## src/source/filt_pkg.sv

```systemverilog
package filt_pkg;

    // ------------------------------------------------------------
    // stream defaults
    // ------------------------------------------------------------

    // pixel width used when the top level is not overridden
    localparam int DATA_WIDTH_DEF = 12;

    // longest line the line memories can hold
    localparam int LINE_SIZE_DEF = 1024;

    // sync levels that travel alongside the pixels
    // hs is high during horizontal blanking and vs is high for the active frame
    typedef struct packed {
        logic hs;
        logic vs;
    } vid_sync_t;

    // ------------------------------------------------------------
    // gaussian kernel
    // ------------------------------------------------------------

    // outer product of 1 4 6 4 1 whose weights add up to 256
    localparam int unsigned KERNEL [5][5] = '{
        '{1,  4,  6,  4, 1},
        '{4, 16, 24, 16, 4},
        '{6, 24, 36, 24, 6},
        '{4, 16, 24, 16, 4},
        '{1,  4,  6,  4, 1}
    };

    // bits needed for the largest weight (36)
    localparam int KERNEL_W = 6;

    // divide by the kernel sum
    localparam int NORM_SHIFT = 8;

    // ------------------------------------------------------------
    // latencies in clock cycles
    // ------------------------------------------------------------

    // de_i of the lower-right pixel to win_valid
    localparam int WIN_LATENCY = 2;

    // win_valid to de_o
    localparam int CONV_LATENCY = 4;

endpackage
```

## src/source/vid_win_if.sv

```systemverilog
interface vid_win_if
    import filt_pkg::*;
#(
    parameter int DATA_WIDTH = DATA_WIDTH_DEF
);

    // ------------------------------------------------------------
    // window from the generator to the convolution
    // ------------------------------------------------------------

    // indexed [row][column] with row 0 the oldest line
    // and win[4][4] the newest pixel
    logic [4:0][4:0][DATA_WIDTH-1:0] win;

    // one-cycle strobe for each complete window
    logic win_valid;

    // input sync delayed to line up with the window
    vid_sync_t sync;

    modport gen (
        output win,
        output win_valid,
        output sync
    );

    modport conv (
        input win,
        input win_valid,
        input sync
    );

endinterface

```

## src/source/conv_5x5.sv

```systemverilog
module conv_5x5
    import filt_pkg::*;
#(
    parameter int DATA_WIDTH = DATA_WIDTH_DEF
) (
    input  logic                  clk,
    input  logic                  arst_n_i,
    input  logic                  bypass_i,
    vid_win_if.conv               win,
    output logic [DATA_WIDTH-1:0] pix_o,
    output logic                  de_o,
    output logic                  hs_o,
    output logic                  vs_o
);

    localparam int PROD_W = DATA_WIDTH + KERNEL_W;
    // one spare bit keeps the rounding add from wrapping
    localparam int ACC_W = DATA_WIDTH + NORM_SHIFT + 1;
    localparam logic [ACC_W-1:0] ROUND_HALF = ACC_W'(1) << (NORM_SHIFT - 1);
    localparam logic [DATA_WIDTH-1:0] PIX_MAX = '1;

    logic [4:0][4:0][PROD_W-1:0] prod;
    logic [4:0][ACC_W-1:0]       row_sum_c;
    logic [4:0][ACC_W-1:0]       row_sum;
    logic [ACC_W-1:0]            total_c;
    logic [ACC_W-1:0]            total;
    logic [ACC_W-1:0]            rounded;
    logic [DATA_WIDTH:0]         scaled;
    logic [DATA_WIDTH-1:0]       centre_d;
    logic [CONV_LATENCY-2:0]     vld;
    vid_sync_t                   sync_d;

    // ------------------------------------------------------------
    // stage 1: weight every pixel
    // ------------------------------------------------------------

    always_ff @(posedge clk) begin
        for (int r = 0; r < 5; r++) begin
            for (int c = 0; c < 5; c++) begin
                prod[r][c] <= PROD_W'(win.win[r][c]) * PROD_W'(KERNEL[r][c]);
            end
        end
    end

    // ------------------------------------------------------------
    // stage 2 and 3: adder tree
    // ------------------------------------------------------------

    always_comb begin
        for (int r = 0; r < 5; r++) begin
            row_sum_c[r] = '0;
            for (int c = 0; c < 5; c++) begin
                row_sum_c[r] = row_sum_c[r] + ACC_W'(prod[r][c]);
            end
        end
    end

    always_comb begin
        total_c = '0;
        for (int r = 0; r < 5; r++) begin
            total_c = total_c + row_sum[r];
        end
    end

    always_ff @(posedge clk) begin
        row_sum <= row_sum_c;
        total   <= total_c;
    end

    // ------------------------------------------------------------
    // stage 4: round, saturate, bypass
    // ------------------------------------------------------------

    assign rounded = total + ROUND_HALF;
    assign scaled  = rounded[ACC_W-1:NORM_SHIFT];

    always_ff @(posedge clk) begin
        if (bypass_i) begin
            pix_o <= centre_d;
        end else if (scaled[DATA_WIDTH]) begin
            pix_o <= PIX_MAX;
        end else begin
            pix_o <= scaled[DATA_WIDTH-1:0];
        end
    end

    // window strobe follows the arithmetic stage by stage
    always_ff @(posedge clk or negedge arst_n_i) begin
        if (!arst_n_i) begin
            vld  <= '0;
            de_o <= 1'b0;
        end else begin
            vld  <= {vld[CONV_LATENCY-3:0], win.win_valid};
            de_o <= vld[CONV_LATENCY-2];
        end
    end

    // ------------------------------------------------------------
    // side paths
    // ------------------------------------------------------------

    // the centre pixel runs one stage short because stage 4 registers it
    delay_pipe #(
        .T     (logic [DATA_WIDTH-1:0]),
        .DEPTH (CONV_LATENCY - 1)
    ) u_centre_pipe (
        .clk      (clk),
        .arst_n_i (arst_n_i),
        .d_i      (win.win[2][2]),
        .q_o      (centre_d)
    );

    delay_pipe #(
        .T     (vid_sync_t),
        .DEPTH (CONV_LATENCY)
    ) u_sync_pipe (
        .clk      (clk),
        .arst_n_i (arst_n_i),
        .d_i      (win.sync),
        .q_o      (sync_d)
    );

    assign hs_o = sync_d.hs;
    assign vs_o = sync_d.vs;

endmodule

```

## src/source/delay_pipe.sv

```systemverilog
module delay_pipe #(
    parameter type T = logic,
    parameter int DEPTH = 1
) (
    input  logic clk,
    input  logic arst_n_i,
    input  T     d_i,
    output T     q_o
);

    T stage [DEPTH];

    // plain shift register where stage 0 takes the input
    always_ff @(posedge clk or negedge arst_n_i) begin
        if (!arst_n_i) begin
            for (int i = 0; i < DEPTH; i++) begin
                stage[i] <= '0;
            end
        end else begin
            stage[0] <= d_i;
            for (int i = 1; i < DEPTH; i++) begin
                stage[i] <= stage[i-1];
            end
        end
    end

    assign q_o = stage[DEPTH-1];

endmodule

```

## src/flat_wrapper.sv

```systemverilog
// flat-port wrapper written by rule: the top's interface ports become plain ports
module conv_5x5_flat import filt_pkg::*;
#(
    parameter int DATA_WIDTH = DATA_WIDTH_DEF
)
  (clk, arst_n_i, bypass_i, pix_o, de_o, hs_o, vs_o, win_win, win_win_valid, win_sync);
  vid_win_if #(.DATA_WIDTH(DATA_WIDTH)) win_i ();
  input  logic clk;
  input  logic arst_n_i;
  input  logic bypass_i;
  output logic [DATA_WIDTH-1:0] pix_o;
  output logic de_o;
  output logic hs_o;
  output logic vs_o;
  input wire logic [$bits(win_i.win)-1:0] win_win;
  input wire logic [$bits(win_i.win_valid)-1:0] win_win_valid;
  input wire logic [$bits(win_i.sync)-1:0] win_sync;
  assign win_i.win = win_win;
  assign win_i.win_valid = win_win_valid;
  assign win_i.sync = win_sync;
  conv_5x5 #(.DATA_WIDTH(DATA_WIDTH)) u_core (.clk(clk), .arst_n_i(arst_n_i), .bypass_i(bypass_i), .win(win_i), .pix_o(pix_o), .de_o(de_o), .hs_o(hs_o), .vs_o(vs_o));
endmodule
```

## config.mk

```make
export PLATFORM = sky130hd
export DESIGN_NAME = conv_5x5_flat
export DESIGN_NICKNAME = d
export VERILOG_FILES = /design/src/source/filt_pkg.sv /design/src/source/vid_win_if.sv /design/src/source/conv_5x5.sv /design/src/source/delay_pipe.sv /design/src/flat_wrapper.sv
export SDC_FILE = /design/constraint.sdc
export NUM_CORES = 1
export LEC_CHECK = 0
export ABC_AREA = 1
export BUFFER_PORTS_ARGS = -buffer_cell sky130_fd_sc_hd__buf_2
export CAP_MARGIN = 20
export CELL_PAD_IN_SITES_DETAIL_PLACEMENT = 0
export CELL_PAD_IN_SITES_GLOBAL_PLACEMENT = 1
export CORE_UTILIZATION = 40
export CTS_CLUSTER_DIAMETER = 50
export CTS_CLUSTER_SIZE = 24
export DETAILED_ROUTE_END_ITERATION = 7
export PLACE_DENSITY = 0.76
export SLEW_MARGIN = 20
export SYNTH_ARGS = -nofsm -noshare
export SYNTH_HDL_FRONTEND = slang
export SYNTH_SLANG_ARGS = --single-unit
```

## constraint.sdc

```tcl
create_clock -name clk -period 5.92 [get_ports clk]
set_input_delay 0 -clock clk [delete_from_list [all_inputs] [get_ports clk]]
set_output_delay 0 -clock clk [all_outputs]
set_load 0.02 [all_outputs]
```

Word level (Yosys, flattened, before mapping)
Cells that the tools add are included.
{"block": "totals", "regBits": 506, "input_bits": 306, "output_inout_bits": 15, "word_cells": 81}
{"block": "classes", "n_addsub": 25, "multipliers": 9, "n_mux": 2}
{"op": "multiplier 12 x 2 -> 14 bit (second input constant)", "n": 8}
{"op": "adder 21 x 14 -> 21 bit", "n": 4}
{"op": "adder 21 bit", "n": 4}
{"op": "adder 21 x 15 -> 21 bit", "n": 3}
{"op": "adder 21 x 17 -> 21 bit", "n": 3}
{"op": "adder 21 x 12 -> 21 bit", "n": 2}
{"op": "adder 21 x 16 -> 21 bit", "n": 2}
{"op": "adder 14 x 16 -> 17 bit", "n": 2}
{"op": "adder 12 x 14 -> 15 bit", "n": 2}
{"op": "2-to-1 mux 12 bit", "n": 2}
{"op": "adder 21 x 18 -> 21 bit", "n": 1}
{"op": "adder 21 x 8 -> 21 bit (second input constant)", "n": 1}
{"op": "adder 15 x 17 -> 18 bit", "n": 1}
{"op": "multiplier 12 x 4 -> 16 bit (second input constant)", "n": 1}

Longest topological paths before layout
Gate-level depths: netlist of run 1.
{"block": "logic_depth", "word_depth": 4, "depth_mapped": 22, "ltp_nobuf": 22}

Cells and area by module
From an unflattened synthesis of run 1, not the netlist that was laid out.
{"block": "unflattened", "cells_unflattened": 2898, "area_unflattened_um2": 26646.8}
{"mod": "conv_5x5", "n_inst": 1, "cells_per_inst": 2840, "area_each_um2": 25440.6, "seq_area_each_um2": 8768.4}
{"mod": "delay_pipe at u_core.u_centre_pipe", "n_inst": 1, "cells_per_inst": 48, "area_each_um2": 991.0, "seq_area_each_um2": 900.9}
{"mod": "delay_pipe at u_core.u_sync_pipe", "n_inst": 1, "cells_per_inst": 10, "area_each_um2": 215.2, "seq_area_each_um2": 200.2}

Worst setup path after synthesis of run 1
OpenSTA, ideal clock, no wires.
{"block": "synth_path", "kind": "register -> register", "start": "reg u_core.prod[94] (netlist name)", "end": "reg u_core.row_sum[38] (netlist name)", "setup_time_ps": 112, "t_arrival_ps": 3335, "slack_ps": 2473, "path_stages_with_launch": 17, "path_buffers": 0, "path_cell_list": "dfxtp_1 ha_1 inv_1 fa_1 o21ai_0 xor2_1 fa_1 inv_1 fa_1 inv_1 ha_1 a21oi_1 a21boi_2 nand3b_1 nand2_1 nand2_1 nand2_1"}
{"element": "start, declared", "line": "conv_5x5.sv:22", "rtl": "logic [4:0][4:0][PROD_W-1:0] prod;"}
{"element": "start signal, assigned by index", "line": "conv_5x5.sv:40", "rtl": "prod[r][c] <= PROD_W'(win.win[r][c]) * PROD_W'(KERNEL[r][c]);"}
{"element": "end signal, assigned", "line": "conv_5x5.sv:66", "rtl": "row_sum <= row_sum_c;"}
{"element": "end, declared", "line": "conv_5x5.sv:24", "rtl": "logic [4:0][ACC_W-1:0] row_sum;"}

==> flow_summary_export.csv, run 1 <==
group,metric,value,unit
status,status,"complete, no violations",
route,wl_met2,36860,um
critical_path,required,6.44,ns
logic_synthesis,synth_area,27300,um^2
logic_synthesis,yosys.area_share.adder,27.77,%
placement,placedCellCount,4214,
logic_synthesis,synth.mux.area_fraction,0,%
floorplan,fp.dieH,263.3,um
timing,setup_viol,0,
clock_tree,cts_tree,"yes",
grt,grt_pass1_vias,24230,
timing,drv_slew,0,
layout,register_area,9869,um^2
grt,grt_usage,21.39,%
route,vias_per_cell,4.618,
floorplan,die_w,263.3,um
critical_path,ff2ff_path_depth,20,
min_path,hold_depth,2,
logic_synthesis,yosys.area_share.simple,13.90,%
logic_synthesis,synth_top_family_by_area,"adder cells",
clock_tree,post_cts_buffers,0,
clock_tree,clkLatencyLatePin,0.62,ns
logic_synthesis,synth_compound_area_share,8.286,%
layout,drive_gt1_share,11.60,%
power,powerDensity,641.8,nW/um^2
grt,antenna_found_initial,12,
timing,timing.hold.ws,0.005772,ns
floorplan,rows,95,
timing,fin_crit_sh,66.69,%
route,drtIter0Drc,844,
flow_run,maxCapViolCount,0,
placement,portBuffers,320,
logic_synthesis,ys_types,41,
clock_tree,clock-sinks,481,
critical_path,critPathKind,"register to register",
clock_tree,clkTransAtPathRegs,0.06,ns
layout,area_delta_synth_final,38.13,%
critical_path,crit_path_start_kind,"register",
placement,preCtsSetupSlack,2.150,ns
clock_tree,cts_buffers,60,
grt,grt_first_pass_wirelength,119400,um
layout,nets,4747,
logic_synthesis,postSynthCellCount,3022,
route,drc,0,
logic_synthesis,ys_warn_count,0,
clock_tree,cts-root-buf,"clkbuf_16",
route,dr_wl_met3,2302,um
logic_synthesis,ys_ff_latch,481,
route,firstDrtPassIters,5,
placement,place.gp.congestion,0.8923,
layout,n_fill_cell,5921,
route,ant_nets,0,
clock_tree,cts_htree_levels,2,
timing,worst_pin_slew,0.5605,ns
logic_synthesis,synth_xor_xnor_area_share,6.224,%
route,top_layer_used,"met4",
timing,finClkSkew,0.01717,ns
layout,finalNonFillerCells,4885,
timing,tns,0,ns
placement,postPlaceCellArea,29990,um^2
grt,overflow,0,
timing,hold_viol_final,0,
layout,multi_input_area,15340,um^2
floorplan,initial_core_util,40.51,%
route,wl_met1,31360,um
layout,final_cell_area,37710,um^2
timing,rsz0062_at_grt,"false",
timing,finalCriticalPeriod,3.948,ns
critical_path,cp-end-kind,"register",
timing,setup_ws,1.972,ns
grt,grt_max_degree,49,
timing,worst_slew_margin_rel,62.64,%
timing,max_freq,0.2533,GHz
floorplan,dieArea,69300,um^2
critical_path,crit_arrival,4.46,ns
min_path,hold_path_class,"input port to register",
floorplan,core_area,67400,um^2
placement,dp_hpwl,53550,um
route,via_count,22560,
floorplan,ioPinCount,321,
critical_path,critPathMaxFanout,4,
logic_synthesis,seq_area_frac_synth,36.15,%
logic_synthesis,synth.avg_cell_area,9.034,um^2
logic_synthesis,syn-num-nets,3820,
clock_tree,clk_path_buf_depth,3,
power,leakagePower,18.73,nW
route,drt_wl_total,72910,um
layout,final_util,55.96,%
route,wl_per_cell,14.92,um
power,irDropWorstVdd,0.0007215,V
power,totalPowerFinal,24.20,mW
## cell type report
cell class / instances / area share, %
diodes: 11 / 0.07299
clock buffers: 65 / 4.141
clock inverters: 49 / 1.762
inverters: 556 / 5.541
multi-input cells: 1984 / 40.67
flip-flops and latches: 481 / 26.17
well taps: 873 / 2.896
repair buffers: 866 / 18.75
## flip-flops by register name, indices dropped and copies added, names as in the netlist
name	cells
u_core.total	14
u_core.vld	3
u_core.pix_o	12
u_core.u_centre_pipe.q_o	12
u_core.u_sync_pipe.stage	6
u_core.u_centre_pipe.stage	24
u_core.u_sync_pipe.q_o	2
u_core.prod	320
u_core.de_o	1
u_core.row_sum	87
## report_power, final
part / total [mW] / leakage, nW / switching [mW] / internal, mW
Combinational: 15.7 / 13.5 / 9.69 / 6.03
Sequential: 4.54 / 4.21 / 0.454 / 4.09
Clock: 3.94 / 1.07 / 1.69 / 2.25
Total: 24.2 / 18.7 / 11.8 / 12.4
## kinds of logic (layout without fill, tap and decap cells)
| family | Yosys count | count (layout) |
|---|---|---|
| adder cells (fa/ha/maj) | 492 | 492 |
| AO/OA/AOI/OAI | 401 | 401 |
| AND/OR/NAND/NOR | 897 | 897 |
| buffers and inverters | 557 | 1536 |
| other | 0 | 11 |
| XOR/XNOR | 194 | 194 |
| flip-flops | 481 | 481 |
## critical path: stages (launching register included)
cell	delay, ns
dfxtp_1	0.32
ha_1	0.24
inv_1	0.12
fa_1	0.45
inv_1	0.11
a21oi_1	0.11
nor2_1	0.20
nor2_1	0.08
nand2_1	0.06
nand2_1	0.07
fa_1	0.48
inv_1	0.05
fa_1	0.47
inv_1	0.04
ha_1	0.32
a21oi_1	0.20
o21ai_0	0.15
a21oi_1	0.19
nand2_1	0.07
nand2_1	0.06
nand2_1	0.04
## path summary, 6_finish.rpt
check / start / slack, ns / endpoint
worst max-delay path: u_core.prod[362] / 1.97 / u_core.row_sum[99]
worst min-delay path: win_win[182] / 0.006 / u_core.prod[274]
worst min register to register: u_core.u_centre_pipe.stage[25] / 0.34 / u_core.u_centre_pipe.stage[13]
max in group asynchronous: arst_n_i / 5.07 / u_core.u_centre_pipe.stage[25]
worst max register to register: u_core.prod[362] / 1.97 / u_core.row_sum[99]
min in group asynchronous: arst_n_i / 0.45 / u_core.vld[2]
## what timing repair did
item / in CTS / in global routing
hold endpoints to repair: 391 / 50
hold buffers: 543 / 3
resized for setup: 0 / 0
setup endpoints to repair: 0 / 0
## layer usage
metal | vias up | track usage (%)
li1 | 11520 | -
met1 | 10420 | 25.73
met2 | 455 | 38.92
met3 | 167 | 2.628
met4 | 0 | 7.745
met5 | - | 0
## cells in the mapped netlist, drive strengths merged
| cell type | count | area [um^2] |
|---|---|---|
| inv | 555 | 2086 |
| o211ai | 8 | 65.06 |
| nand3 | 169 | 855.8 |
| ha | 302 | 3779 |
| clkbuf | 1 | 3.750 |
| a21o | 16 | 120.1 |
| dfxtp | 433 | 8668 |
| a31oi | 27 | 168.9 |
| o21bai | 30 | 232.7 |
| a21boi | 6 | 56.30 |
| o21ai | 115 | 590.6 |
| dfrtp | 48 | 1201 |
| o21a | 4 | 30.03 |
| nand2 | 479 | 1818 |
| nor3 | 35 | 202.7 |
| nor4 | 2 | 12.51 |
| a21oi | 195 | 998.5 |
| fa | 190 | 3804 |
| xor2 | 130 | 1139 |
| xnor2 | 64 | 560.5 |
| clkinv | 1 | 3.750 |
| nor2 | 176 | 670.7 |
| and3 | 3 | 18.77 |
| nand4 | 30 | 193.9 |
| nand3b | 3 | 22.52 |
## placed cells by master (no fill, tap or decap), drive strengths merged, types with 35 or more instances in the layout
master and n:
xnor2 64, clkbuf 65, fa 190, a21oi 195, o21ai 115, nor3 35, dfxtp 433, nor2 176
ha 302, dlygate4sd3 546, xor2 130, dfrtp 48, buf 320, nand2 479, inv 577, nand3 169
(Power assumes the default switching activity.)
==> run 2: changes to the inputs <==
clock period = 3.8 ns   (was 5.92 ns; I/O delays follow)
==> run 2 against run 1 <==
Worst setup slack got worse by 1.8 ns. Clock power rose by 63%. Die area did not move. Combinational power rose by 61%. Final area rose by 1.8%. Critical endpoint is now u_core.row_sum[35]. Sequential power rose by 56%. Via count rose by 0.19%. Critical path depth fell by 4. Cell count barely moved. Non-clock buffer count rose by 7. Core utilization rose by 0.99 points. Register-to-register slack got worse by 1.8 ns.
==> flow_summary_export.csv, run 2 (synthesis results as in run 1) <==
group,metric,value,unit
layout,final_common_cell,"inv_1",
power,power.net_switching,18.99,mW
min_path,hold_depth,2,
critical_path,endpoint,"u_core.row_sum[35]",
grt,grt_pass1_vias,23960,
critical_path,critPathKind,"register to register",
layout,regMostFlops,"u_core.prod",
status,status,"complete, no violations",
critical_path,rr_startpoint,"u_core.prod[96]",
timing,worst_slew_margin_rel,62.61,%
timing,max_freq,0.2750,GHz
clock_tree,clkLatencyLatePin,0.64,ns
floorplan,dieArea,69300,um^2
layout,multi_input_area,15830,um^2
power,p_clk_share,16.6,%
layout,n_fill_cell,5906,
route,ant_nets,0,
min_path,hold_path_class,"input port to register",
placement,place.gp.congestion,0.9090,
floorplan,fp.dieH,263.3,um
clock_tree,clk_path_buf_depth,3,
grt,grt_max_degree,49,
timing,worst_pin_slew,0.5608,ns
floorplan,rows,95,
layout,top_regs,"u_core.prod (320), u_core.row_sum (87), u_core.u_centre_pipe.stage (24)",
clock_tree,cts_htree_levels,2,
layout,register_area,9872,um^2
clock_tree,cts_buffers,61,
critical_path,required,4.31,ns
layout,nets,4755,
power,leakagePower,18.86,nW
critical_path,crit_arrival,4.14,ns
grt,antenna_found_initial,6,
layout,layout_common_cells,"inv_1 (552), dlygate4sd3_1 (548), nand2_1 (468)",
floorplan,initial_core_util,40.51,%
clock_tree,cts_tree,"yes",
timing,hold_viol_final,0,
grt,grt_usage,21.30,%
critical_path,cp-end-kind,"register",
layout,drive_gt1_share,14.31,%
power,totalPowerFinal,38.71,mW
timing,setup_viol,0,
critical_path,rr_endpoint,"u_core.row_sum[35]",
power,irDropWorstVdd,0.001071,V
placement,dp_hpwl,53700,um
route,vias_per_cell,4.622,
floorplan,ioPinCount,321,
grt,overflow,0,
timing,fin_crit_sh,95.70,%
placement,portBuffers,320,
route,wl_per_cell,14.91,um
power,p_seq_share,18.3,%
grt,grt_first_pass_wirelength,118300,um
timing,drv_slew,0,
power,switching_share,49.06,%
critical_path,crit_path_start_kind,"register",
power,powerDensity,1009,nW/um^2
floorplan,core_area,67400,um^2
min_path,min_from,"win_win[228]",
layout,largest_register_ffs,320,
critical_path,crit_start,"u_core.prod[96]",
power,p_int,19.72,mW
timing,finClkSkew,0.02067,ns
floorplan,die_w,263.3,um
critical_path,ff2ff_path_depth,16,
timing,finalCriticalPeriod,3.637,ns
route,via_count,22600,
critical_path,rrSetupSlack,0.16,ns
route,drt_wl_total,72900,um
layout,area_delta_synth_final,40.58,%
clock_tree,cts-root-buf,"clkbuf_16",
route,firstDrtPassIters,7,
timing,tns,0,ns
clock_tree,clock-sinks,481,
power,p_comb_share,65.1,%
flow_run,maxCapViolCount,0,
route,drc,0,
clock_tree,clkTransAtPathRegs,0.07,ns
critical_path,critPathMaxFanout,4,
route,drtIter0Drc,846,
==> run 2: worst max-delay path, stage by stage, from the launching register on <==
cell and delay, ns:
dfxtp_1 0.31, ha_1 0.36, a21oi_2 0.24, o21ai_2 0.12, xor2_1 0.18, fa_1 0.55
inv_1 0.06, fa_1 0.54, inv_1 0.04, ha_1 0.34, a21oi_1 0.18, nand2_2 0.10
nand2_1 0.07, nand2_1 0.07, nand2_1 0.11, o21bai_2 0.10, xor2_1 0.14
==> run 2: power groups by stage <==
stage	registers, mW	clock network [mW]	logic (mW)
2_1_floorplan	6.92	0	17.9
3_3_place_gp	7.20	0	23.9
3_5_place_dp	7.19	0	24.0
4_1_cts	7.09	6.57	24.7
5_1_grt	7.19	6.80	29.0
6_report	7.07	6.42	25.2
==> run 2: worst min path at each step <==
stage	endpoint	slack, ns
2_1_floorplan	u_core.de_o	-0.30
3_3_place_gp	u_core.prod[24]	0.10
3_5_place_dp	u_core.prod[117]	0.10
4_1_cts	u_core.prod[81]	0.0003
5_1_grt	u_core.prod[294]	0.008
6_report	u_core.prod[344]	0.03
==> run 2: cell type report <==
class                      instances  area share (%)
timing repair buffer             873           18.57
antenna                            6         0.03912
sequential                       481           25.72
tap                              873           2.846
multi-input combinational       1984           41.25
inverter                         556           5.444
clock inverter                    53           2.103
clock buffer                      63           4.023
==> run 2: repair_timing <==
action | in CTS | in global routing
gates resized for setup | 1 | 126
pin swaps | 0 | 18
endpoints found under the setup margin | 1 | 44
endpoints found under the hold margin | 392 | 49
buffers inserted | 0 | 3
hold buffers | 546 | 2
==> run 2: routing by layer <==
metal	up-vias	part of all wire [%]	track usage [%]	routed length (um)
met5	-	0	0	0
met4	0	3.3	7.508	2372
met3	160	3.8	3.115	2750
met2	419	51	38.69	36820
met1	10490	42	25.45	30960
li1	11530	-	-	-
==> run 2: through the flow <==
stage	setup WS, ns	utilization (%)	cells	area [um^2]	hold WS, ns
finish	0.1633	56.95	4889	38380	0.03276
global route	-0.04551	56.95	4889	38380	0.008396
CTS	0.04155	56.13	4878	37830	0.0003346
detailed placement	0.01323	44.52	4216	30010	0.1036
global placement	0.02632	44.52	4216	30010	0.1032
floorplan	0.3527	-	3022	27300	-0.2956
==> run 3: changes to the inputs <==
PLACE_DENSITY = 0.72   (was 0.76)
REMOVE_ABC_BUFFERS = 1   (was unset)
==> run 3 against run 2 <==
Maximum frequency up 0.59%. Hold slack worse by 0.0069 ns. Sequential cell count unchanged. Clock skew up 0.0027 ns. Global-route usage down 0.94 points. Wire length down 5.0%. Via count down 3.5%. Non-clock buffer count down 148. Worst setup slack better by 0.021 ns. Critical path type unchanged. Critical endpoint unchanged.
==> flow_summary_export.csv, run 3 (synthesis results as in run 1) <==
group,metric,value,unit
grt,grt_max_degree,49,
layout,nets,4614,
timing,worst_slew_margin_rel,62.39,%
timing,hold_viol_final,0,
timing,fin_crit_sh,95.14,%
floorplan,die_w,263.3,um
floorplan,initial_core_util,40.51,%
critical_path,rr_endpoint,"u_core.row_sum[35]",
min_path,holdPathEnd,"u_core.prod[92]",
layout,final_util,54.58,%
critical_path,rrSetupSlack,0.18,ns
critical_path,required,4.31,ns
critical_path,crit_path_cell_trace,"ha_2 -> inv_1 -> fa_2 -> fa_1 -> inv_1 -> fa_1 -> inv_1 -> fa_2 -> inv_1 -> nand3_1 -> nand2_2 -> nand2_1 -> nand2_1 -> nand2_1 -> o21bai_2 -> xor2_1",
clock_tree,clkTransAtPathRegs,0.06,ns
timing,finalCriticalPeriod,3.615,ns
status,status,"complete, no violations",
layout,n_fill_cell,6208,
timing,max_freq,0.2766,GHz
floorplan,core_area,67400,um^2
layout,area_delta_synth_final,34.72,%
critical_path,max_stage_delay,0.57,ns
layout,drive_gt1_share,14.08,%
min_path,hold_path_class,"input port to register",
flow_run,maxCapViolCount,0,
min_path,hold_depth,2,
clock_tree,cts-root-buf,"clkbuf_16",
route,drc,0,
layout,regMostFlops,"u_core.prod",
placement,dp_hpwl,53600,um
layout,layout_common_cells,"inv_1 (553), nand2_1 (469), dfxtp_1 (433)",
critical_path,crit_arrival,4.13,ns
timing,finClkSkew,0.02338,ns
placement,portBuffers,320,
route,firstDrtPassIters,8,
clock_tree,cts_buffers,68,
grt,antenna_found_initial,9,
floorplan,ioPinCount,321,
grt,overflow,0,
route,drt_wl_total,69230,um
critical_path,slowest_stage,"fa_1",
layout,top_regs,"u_core.prod (320), u_core.row_sum (87), u_core.u_centre_pipe.stage (24)",
floorplan,fp.dieH,263.3,um
clock_tree,cts_htree_levels,3,
layout,largest_register_ffs,320,
grt,grt_first_pass_wirelength,112800,um
placement,place.gp.congestion,0.8747,
route,via_count,21810,
layout,final_cell_area,36780,um^2
placement,postPlaceCellArea,30010,um^2
timing,drv_slew,0,
clock_tree,clock-sinks,481,
critical_path,rr_startpoint,"u_core.prod[94]",
critical_path,ff2ff_path_depth,16,
critical_path,crit_path_start_kind,"register",
critical_path,critPathKind,"register to register",
grt,grt_pass1_vias,23290,
layout,finalNonFillerCells,4752,
route,drtIter0Drc,803,
min_path,min_from,"win_win[60]",
clock_tree,cts_tree,"yes",
route,wl_per_cell,14.57,um
grt,grt_usage,20.37,%
timing,worst_pin_slew,0.5641,ns
placement,placedCellCount,4217,
route,ant_nets,0,
critical_path,crit_top_cell,"inv_1",
critical_path,critPathMaxFanout,3,
timing,setup_viol,0,
clock_tree,clk_path_buf_depth,3,
floorplan,rows,95,
floorplan,dieArea,69300,um^2
layout,final_common_cell,"inv_1",
clock_tree,clkLatencyLatePin,0.61,ns
route,vias_per_cell,4.590,
critical_path,cp-end-kind,"register",
run 3: area by class of cell:
cell class              instances  area, um^2  area share (%)
diodes                          9       22.52         0.06123
clock buffers                  72        1737           4.722
clock inverters                52       708.2           1.925
inverters                     556        2090           5.681
multi-input cells            1984       15620           42.47
flip-flops and latches        481        9869           26.83
well taps                     873        1092           2.970
repair buffers                725        5640           15.33
run 3: metrics by stage:
stage                      TNS (ns)  hold WS, ns  setup WS, ns
after floorplan                   0      -0.2956        0.3527
after global placement            0       0.1030       0.04039
after detailed placement          0       0.1036       0.07806
after CTS                         0   0.00002748       0.03365
after global routing      -0.005948     0.009399     -0.004273
final                             0      0.02588        0.1847
run 3: critical path, delay by kind of cell, from the launching register on:
kind / cells / cell delay, ns
buffers and inverters: 4 / 0.29
adders and majority gates: 5 / 2.17
and+or+nand+nor: 5 / 0.39
DFF: 1 / 0.32
xor gates and xnor gates: 1 / 0.18
AOI/OAI and AO/OA: 1 / 0.18
run 3: what timing repair did:
| item | 4_1_cts | 5_1_grt |
|---|---|---|
| setup endpoints to repair | 0 | 42 |
| endpoints found under the hold margin | 387 | 48 |
| hold buffers | 397 | 1 |
| buffers inserted | 0 | 4 |
| gates resized for setup | 0 | 84 |
run 3: per-layer routing:
metal  GRT usage [%]  vias up  wire length (um)
li1                -    11250                 -
met1           24.03    10020             30050
met2           36.84      399             34530
met3           3.545      144              2371
met4           7.334        0              2267
met5               0        -                 0
run 3: how the worst max path moves through the flow:
stage / endpoint / from / slack [ns]
2_1_floorplan: u_core.row_sum[38] / u_core.prod[94] / 0.35
3_3_place_gp: u_core.row_sum[37] / u_core.prod[96] / 0.04
3_5_place_dp: u_core.row_sum[37] / u_core.prod[96] / 0.08
4_1_cts: u_core.row_sum[37] / u_core.prod[96] / 0.03
5_1_grt: u_core.row_sum[35] / u_core.prod[94] / -0.004
6_report: u_core.row_sum[35] / u_core.prod[94] / 0.18
Power of run 3 is left out: the tool's default activity adds up to more than one toggle a clock period on the data nets, which glitch-free logic cannot reach.
